--- config.mk ---
export PLATFORM = sky130hd
export DESIGN_NAME = fetch_front
export DESIGN_NICKNAME = d
export VERILOG_FILES = /design/src/isa_pkg.sv /design/src/fetch_pkg.sv /design/src/fetch_front.sv /design/src/pc_ctrl_super.sv /design/src/return_stack.sv /design/src/lane_predecode.sv /design/src/lane_select.sv
export SDC_FILE = /design/constraint.sdc
export NUM_CORES = 1
export LEC_CHECK = 0
export ABC_AREA = 1
export BUFFER_PORTS_ARGS = -buffer_cell sky130_fd_sc_hd__buf_2
export CAP_MARGIN = 20
export CELL_PAD_IN_SITES_DETAIL_PLACEMENT = 0
export CELL_PAD_IN_SITES_GLOBAL_PLACEMENT = 2
export CORE_MARGIN = 3
export CORE_UTILIZATION = 29
export DETAILED_ROUTE_END_ITERATION = 7
export HOLD_SLACK_MARGIN = 0.12
export PLACE_DENSITY = 0.94
export REMOVE_ABC_BUFFERS = 1
export SLEW_MARGIN = 20
export SYNTH_ARGS = -nofsm -noshare
export SYNTH_HDL_FRONTEND = slang
export SYNTH_SLANG_ARGS = --single-unit
--- constraint.sdc ---
create_clock -name clk -period 8.5 [get_ports clk]
set_input_delay 1.7 -clock clk [delete_from_list [all_inputs] [get_ports clk]]
set_output_delay 1.7 -clock clk [all_outputs]
set_load 0.01 [all_outputs]
--- src/isa_pkg.sv ---
`default_nettype none

package isa_pkg;

	// Base integer register width
	localparam int XLEN = 32;

	// One instruction word or one byte address
	typedef logic [XLEN-1:0] word_t;

	// Instruction fields
	typedef logic [6:0] opcode_t;
	typedef logic [4:0] reg_t;

	//////////////////////////////////////////////////
	// Major opcodes seen by the fetch pre-decoder

	localparam opcode_t OP_JAL   = 7'b1101111;
	localparam opcode_t OP_JALR  = 7'b1100111;
	localparam opcode_t OP_AUIPC = 7'b0010111;

	//////////////////////////////////////////////////
	// Link registers for return-address hints

	// x1, the usual return address
	localparam reg_t LINK_RA = 5'd1;
	// x5, the alternate link register
	localparam reg_t LINK_ALT = 5'd5;

endpackage

`default_nettype wire
--- src/fetch_pkg.sv ---
`default_nettype none

package fetch_pkg;

	//////////////////////////////////////////////////
	// Fetch geometry

	localparam int LANES = 5;

	// Bytes per instruction and per full fetch block
	localparam isa_pkg::word_t INSTR_BYTES = 32'd4;
	localparam isa_pkg::word_t BLOCK_BYTES = LANES * INSTR_BYTES;

	// First fetch address after reset
	localparam isa_pkg::word_t RESET_PC = 32'h8000_0000;

	// Return stack size and its occupancy counter
	localparam int RAS_DEPTH = 4;
	localparam int RAS_CNT_W = $clog2(RAS_DEPTH + 1);

	typedef logic [RAS_CNT_W-1:0] ras_cnt_t;

	//////////////////////////////////////////////////
	// Per-lane structs

	// Decoded control for one fetch lane
	typedef struct packed {
		logic           jump;
		logic           jalr;
		logic           link_push;
		logic           link_pop;
		isa_pkg::word_t imm;
	} lane_ctl_t;

	// Addresses handed out for one lane
	typedef struct packed {
		isa_pkg::word_t inst_addr;
		isa_pkg::word_t current_pc;
		isa_pkg::word_t pc_save;
	} lane_addr_t;

	typedef lane_ctl_t [LANES-1:0] ctl_bundle_t;
	typedef lane_addr_t [LANES-1:0] addr_bundle_t;
	typedef isa_pkg::word_t [LANES-1:0] instr_bundle_t;

endpackage

`default_nettype wire

--- src/fetch_front.sv ---
`timescale 1ns/1ps
`default_nettype none

module fetch_front (
	input  logic                     clk,
	input  logic                     reset,
	input  logic                     parallel_mode,
	input  logic                     buble,
	input  logic                     misprediction,
	input  isa_pkg::word_t           correct_pc,
	input  fetch_pkg::instr_bundle_t instr,
	output fetch_pkg::addr_bundle_t  lanes
);

	fetch_pkg::ctl_bundle_t ctl;

	fetch_pkg::lane_ctl_t ras_req;
	isa_pkg::word_t       ras_push_addr;
	logic                 ras_advance;

	logic           prediction_valid;
	isa_pkg::word_t prediction_target;

	//////////////////////////////////////////////////
	// One pre-decoder per lane

	for (genvar k = 0; k < fetch_pkg::LANES; k++) begin : g_predecode
		lane_predecode u_predecode (
			.instr (instr[k]),
			.ctl   (ctl[k])
		);
	end

	//////////////////////////////////////////////////
	// Return address prediction

	return_stack u_ras (
		.clk               (clk),
		.reset             (reset),
		.advance           (ras_advance),
		.req               (ras_req),
		.push_addr         (ras_push_addr),
		.prediction_valid  (prediction_valid),
		.prediction_target (prediction_target)
	);

	//////////////////////////////////////////////////
	// PC register and lane addresses

	pc_ctrl_super u_pc_ctrl (
		.clk                    (clk),
		.reset                  (reset),
		.buble                  (buble),
		.parallel_mode          (parallel_mode),
		.misprediction          (misprediction),
		.correct_pc             (correct_pc),
		.ctl                    (ctl),
		.jalr_prediction_valid  (prediction_valid),
		.jalr_prediction_target (prediction_target),
		.lanes                  (lanes),
		.ras_req                (ras_req),
		.ras_push_addr          (ras_push_addr),
		.ras_advance            (ras_advance)
	);

endmodule

`default_nettype wire

--- src/pc_ctrl_super.sv ---
`timescale 1ns/1ps
`default_nettype none

module pc_ctrl_super (
	input  logic                    clk,
	input  logic                    reset,
	input  logic                    buble,
	input  logic                    parallel_mode,
	input  logic                    misprediction,
	input  isa_pkg::word_t          correct_pc,
	input  fetch_pkg::ctl_bundle_t  ctl,
	input  logic                    jalr_prediction_valid,
	input  isa_pkg::word_t          jalr_prediction_target,
	output fetch_pkg::addr_bundle_t lanes,
	output fetch_pkg::lane_ctl_t    ras_req,
	output isa_pkg::word_t          ras_push_addr,
	output logic                    ras_advance
);

	isa_pkg::word_t pc_q;
	isa_pkg::word_t pc_step;
	isa_pkg::word_t pc_plus;
	isa_pkg::word_t pc_next;
	isa_pkg::word_t inst_base;

	isa_pkg::word_t [fetch_pkg::LANES-1:0] lane_pc;
	logic [fetch_pkg::LANES-1:0]           redirect;

	fetch_pkg::lane_ctl_t dec_ctl;
	isa_pkg::word_t       dec_pc;
	isa_pkg::word_t       dec_pc_plus4;
	logic                 dec_hit;

	// Targets drop the two low bits to stay word aligned
	function automatic isa_pkg::word_t word_align(input isa_pkg::word_t value);
		return {value[31:2], 2'b00};
	endfunction

	//////////////////////////////////////////////////
	// Per-lane addresses

	for (genvar k = 0; k < fetch_pkg::LANES; k++) begin : g_lane
		assign redirect[k] = ctl[k].jump | ctl[k].jalr;

		// Lanes spread out by one word only in parallel mode
		assign lane_pc[k] = parallel_mode ? pc_q + k * fetch_pkg::INSTR_BYTES : pc_q;

		assign lanes[k].current_pc = lane_pc[k];
		assign lanes[k].inst_addr =
			parallel_mode ? inst_base + k * fetch_pkg::INSTR_BYTES : inst_base;

		// Jumps save the return address, auipc saves pc + imm
		assign lanes[k].pc_save = redirect[k] ? lane_pc[k] + fetch_pkg::INSTR_BYTES
			: lane_pc[k] + word_align(ctl[k].imm);
	end

	//////////////////////////////////////////////////
	// Deciding lane

	lane_select #(
		.payload_t(fetch_pkg::lane_ctl_t)
	) u_sel_ctl (
		.sel  (redirect),
		.data (ctl),
		.out  (dec_ctl),
		.hit  (dec_hit)
	);

	lane_select #(
		.payload_t(isa_pkg::word_t)
	) u_sel_pc (
		.sel  (redirect),
		.data (lane_pc),
		.out  (dec_pc),
		.hit  ()
	);

	assign dec_pc_plus4 = dec_pc + fetch_pkg::INSTR_BYTES;

	//////////////////////////////////////////////////
	// Next PC

	assign pc_step = parallel_mode ? fetch_pkg::BLOCK_BYTES : fetch_pkg::INSTR_BYTES;

	always_comb begin
		if (!dec_hit) begin
			pc_plus = pc_q + pc_step;
		end else if (dec_ctl.jump) begin
			pc_plus = dec_pc + word_align(dec_ctl.imm);
		end else if (jalr_prediction_valid) begin
			// A hit without jump is a jalr
			pc_plus = jalr_prediction_target;
		end else begin
			pc_plus = dec_pc_plus4;
		end
	end

	// Execute stage correction beats any prediction
	assign pc_next = misprediction ? correct_pc : pc_plus;

	always_ff @(posedge clk or negedge reset) begin
		if (!reset) begin
			pc_q <= fetch_pkg::RESET_PC;
		end else if (!buble || misprediction) begin
			pc_q <= pc_next;
		end
	end

	// Fetch address runs one step ahead of the register
	always_comb begin
		if (!reset) begin
			inst_base = fetch_pkg::RESET_PC;
		end else if (buble && !misprediction) begin
			inst_base = pc_q;
		end else begin
			inst_base = pc_next;
		end
	end

	//////////////////////////////////////////////////
	// Return stack request

	assign ras_req       = dec_ctl;
	assign ras_push_addr = dec_pc_plus4;

	// Stack freezes on a bubble and ignores a flushed block
	assign ras_advance = !buble && !misprediction;

endmodule

`default_nettype wire

--- src/return_stack.sv ---
`timescale 1ns/1ps
`default_nettype none

module return_stack (
	input  logic                 clk,
	input  logic                 reset,
	input  logic                 advance,
	input  fetch_pkg::lane_ctl_t req,
	input  isa_pkg::word_t       push_addr,
	output logic                 prediction_valid,
	output isa_pkg::word_t       prediction_target
);

	// Entry 0 is the top of the stack
	isa_pkg::word_t stack [fetch_pkg::RAS_DEPTH];

	fetch_pkg::ras_cnt_t count;

	logic not_empty;
	logic full;
	logic do_push;
	logic do_pop;

	assign not_empty = (count != '0);
	assign full      = (count == fetch_pkg::ras_cnt_t'(fetch_pkg::RAS_DEPTH));

	assign do_push = advance && req.link_push;
	assign do_pop  = advance && req.link_pop && not_empty;

	//////////////////////////////////////////////////
	// Occupancy

	always_ff @(posedge clk or negedge reset) begin
		if (!reset) begin
			count <= '0;
		end else if (do_push) begin
			// Saturate when full, the oldest entry falls off the bottom
			if (!full) begin
				count <= count + 1'b1;
			end
		end else if (do_pop) begin
			count <= count - 1'b1;
		end
	end

	//////////////////////////////////////////////////
	// Entry storage

	always_ff @(posedge clk) begin
		if (do_push) begin
			stack[0] <= push_addr;
			for (int i = 1; i < fetch_pkg::RAS_DEPTH; i++) begin
				stack[i] <= stack[i-1];
			end
		end else if (do_pop) begin
			for (int i = 0; i < fetch_pkg::RAS_DEPTH - 1; i++) begin
				stack[i] <= stack[i+1];
			end
		end
	end

	// Prediction is only offered to a return
	assign prediction_valid  = not_empty && req.link_pop;
	assign prediction_target = stack[0];

endmodule

`default_nettype wire

--- src/lane_predecode.sv ---
`timescale 1ns/1ps
`default_nettype none

module lane_predecode (
	input  isa_pkg::word_t       instr,
	output fetch_pkg::lane_ctl_t ctl
);

	isa_pkg::opcode_t opcode;
	isa_pkg::reg_t    rd;
	isa_pkg::reg_t    rs1;

	logic is_jal;
	logic is_jalr;
	logic is_auipc;
	logic rd_link;
	logic rs1_link;

	isa_pkg::word_t imm_j;
	isa_pkg::word_t imm_i;
	isa_pkg::word_t imm_u;

	//////////////////////////////////////////////////
	// Field extraction

	assign opcode = instr[6:0];
	assign rd     = instr[11:7];
	assign rs1    = instr[19:15];

	assign is_jal   = (opcode == isa_pkg::OP_JAL);
	assign is_jalr  = (opcode == isa_pkg::OP_JALR);
	assign is_auipc = (opcode == isa_pkg::OP_AUIPC);

	// x1 and x5 both count as link registers
	assign rd_link  = (rd == isa_pkg::LINK_RA) || (rd == isa_pkg::LINK_ALT);
	assign rs1_link = (rs1 == isa_pkg::LINK_RA) || (rs1 == isa_pkg::LINK_ALT);

	//////////////////////////////////////////////////
	// Immediates, all sign extended

	// J-type scrambles bits 20..1 across the word
	assign imm_j = {{12{instr[31]}}, instr[19:12], instr[20], instr[30:21], 1'b0};

	assign imm_i = {{20{instr[31]}}, instr[31:20]};

	// U-type fills the upper 20 bits
	assign imm_u = {instr[31:12], 12'b0};

	//////////////////////////////////////////////////
	// Lane control

	always_comb begin
		ctl.jump = is_jal;
		ctl.jalr = is_jalr;

		// Call hint on any jump that writes a link register
		ctl.link_push = (is_jal || is_jalr) && rd_link;

		// Return hint only when it is not also a call
		ctl.link_pop = is_jalr && rs1_link && !rd_link;

		if (is_jal) begin
			ctl.imm = imm_j;
		end else if (is_jalr) begin
			ctl.imm = imm_i;
		end else if (is_auipc) begin
			ctl.imm = imm_u;
		end else begin
			ctl.imm = '0;
		end
	end

endmodule

`default_nettype wire

--- src/lane_select.sv ---
`timescale 1ns/1ps
`default_nettype none

module lane_select #(
	parameter type payload_t = isa_pkg::word_t
) (
	input  logic [fetch_pkg::LANES-1:0]     sel,
	input  payload_t [fetch_pkg::LANES-1:0] data,
	output payload_t                        out,
	output logic                            hit
);

	// Lowest set bit wins, so walk from the top down
	always_comb begin
		out = '0;
		hit = 1'b0;
		for (int i = fetch_pkg::LANES - 1; i >= 0; i--) begin
			if (sel[i]) begin
				out = data[i];
				hit = 1'b1;
			end
		end
	end

endmodule

`default_nettype wire

==> flow_metrics.tcl <==
set metrics [dict create \
    rr_endpoint "u_pc_ctrl.pc_q[29]$_DFFE_PN0N_" \
    root_buffer "clkbuf_16" \
    layout_common_cells "nand2_1, buf_2, buf_4" \
    io-pin-count 677 \
    whs_ps 451.4 \
    final_max_slew_viol_count 0 \
    setup_ws_ps 111.5 \
    synth_area_leaders "nand2_1, edfxtp_1, ha_1" \
    min_path_cells 0 \
    met2_usage 0.4952 \
    drive_above_1_share 0.3062 \
    core_um2 92080 \
    clock_latency_ps 480 \
    cts_hold_buf 0 \
    htree_levels 4 \
    place_congestion 1.099 \
    grt_start_max_net_pins 108 \
    hpwl_mm 140.2 \
    viasPerCell 5.279 \
    whs_endpoint "u_ras.stack[3][2]$_DFFE_PP_" \
    cellPowerDensity_nw_per_um2 104.4 \
    use_met3 0.1212 \
    synth-seq-area-share 0.1744 \
    fin_nets 5957 \
    met1_usage 0.3963 \
    p_total_mw 3.918 \
    drt-total-wl_mm 165.5 \
    synth_edf_count 128 \
    critPathArrivalTime_ps 6690 \
    place_area_um2 35630 \
    first_global_vias 32500 \
    hold_viol_final 0 \
    maxCapViolCount 0 \
    die-width_um 311.5 \
    synth_cell_types 69 \
    rsz0062_at_grt "yes" \
    wl_per_cell_um 24.21 \
    final_common_cell "nand2_1" \
    die_area_um2 97040 \
    syn_to_final_growth_pct 38.63 \
    fin_cells 6836 \
    grt_pass1_wl_mm 227.9 \
    rr_startpoint "u_pc_ctrl.pc_q[4]$_DFFE_PN0N_" \
    yosys_warnings 0 \
    avgSynthCellArea_um2 6.124 \
    critPathMaxStageDelay_ps 330 \
    max_slew.worst_pin.slew_ps 1024 \
    worstSetupPathType "primary input to primary output" \
    antenna_found_initial 27 \
    initial_core_util 0.2940 \
    cts_tree "done" \
    clock.fmax_ghz 0.1192 \
    critPathMostFrequentCell "nand2_1" \
    synth-seq-cells 163 \
    ir_drop_mv 0.1357 \
    relSlewSlack 0.3170 \
    r2r_slack_ps 2930 \
    synth_top_area_share 0.1668 \
    synthArstFlopShare 0.2147 \
    period_needed_ps 8388 \
    final_area_um2 37520 \
    post-route-drc-count 0 \
    place_inst 6759 \
    synth_flop_cell "edfxtp_1" \
    num_vias 36090 \
    p_leak_nw 19.72 \
    clk_pin_slew_ps 70 \
    hp-class "flop to flop" \
    cts_sinks 163 \
    busiest_layer "met2" \
    die_h_um 311.5 \
    status "finished clean" \
    end_kind "primary output" \
    skew_ps 24.83 \
    setup_viol_count_final 0 \
    finalCritPeriodShare 0.9869 \
    dp_slack_ps -373.0 \
    synth_cells 4420 \
    cts.path.max_buffers 2 \
    cp.required_ps 6800 \
    antenna_left 0 \
    num_rows 111 \
    io_buffer_count 671 \
    finalSetupTns_ps 0 \
    cts_buffers 17 \
    cp-start-kind "primary input" \
    groute.usage.overall 0.3206 \
    netlist_area_um2 27070 \
    utilization 0.4075 \
    initialDrtViolationCount 3923 \
    grt_overflow 0 \
    dr.pass1.iters 6 \
    r2r.worst_path.cells 28 \
    min_from "u_ras.stack[2][2]$_DFFE_PP_" \
    yosysTopAreaCell "nand2_1" \
    cp_slowest_cell "ha_1" \
    cp_max_fo 22 \
]
-- kinds of logic after synthesis --
logic type / Yosys count / share of synthesized area
AOI/OAI and AO/OA: 756 / 0.1574
xor gates and xnor gates: 270 / 0.08737
adders and majority gates: 191 / 0.08996
buffers and inverters: 753 / 0.1137
DFF: 163 / 0.1744
muxes: 1 / 0.0004160
other: 2 / 0.0002775
and+or+nand+nor: 2284 / 0.3765
-- critical path: cells and delay by family --
kind                       cells  cell delay [ps]
and+or+nand+nor               18             2500
buffers and inverters         10             1490
AOI/OAI and AO/OA              4              620
adders and majority gates      1              330
-- how the worst max path moves through the flow --
stage                                             to  slack, ps  cells past startpoint       start
after detailed placement                  lanes[284]       -370                     41  instr[131]
after CTS                                 lanes[374]          3                     38  instr[131]
after floorplan           u_ras.count[1]$_DFFE_PN0P_      -4830                     16   instr[36]
after global routing                      lanes[366]       -120                     37   instr[65]
final                                     lanes[479]        110                     33   instr[36]
after global placement                    lanes[285]       -330                     36   instr[66]
-- power breakdown --
group,internal (mW),switching (mW),leakage [nW]
Clock,0.416,0.373,0.269
Sequential,0.881,0.0666,1.62
Combinational,0.762,1.42,17.8
-- cell usage after synthesis, drive strengths merged (71+ instances only) --
| library cell | n |
|---|---|
| ha | 185 |
| o21ai | 307 |
| a21oi | 291 |
| nand3 | 338 |
| clkbuf | 71 |
| buf | 104 |
| nand2 | 1281 |
| nand4 | 77 |
| inv | 566 |
| nor2 | 477 |
| edfxtp | 128 |
| xor2 | 220 |
-- repair_timing --
item | 4_1_cts | 5_1_grt
gates cloned | 0 | 1
endpoints found under the setup margin | 56 | 108
buffers inserted | 1 | 31
pin swaps | 5 | 68
resized for setup | 29 | 230
-- flip-flops by register name (all words and copies together), names as in the netlist --
signal	count
u_pc_ctrl.pc_q	32
u_ras.stack	128
u_ras.count	3
-- cell type report --
class | count | area (µm²)
Fill cell | 10130 | 54560
Multi-Input combinational cell | 3539 | 20300
Timing Repair Buffer | 1270 | 8168
Sequential cell | 163 | 4721
Inverter | 578 | 2186
Tap cell | 1243 | 1555
Clock buffer | 19 | 442.9
Clock inverter | 13 | 125.1
Antenna cell | 11 | 27.53
-- per-layer routing --
metal / wire (µm) / up-vias
met5: 205 / -
met4: 8440 / 28
met3: 21300 / 357
met2: 71430 / 2171
met1: 64110 / 16790
li1: - / 16740
Power figures use the tool's default switching activity.
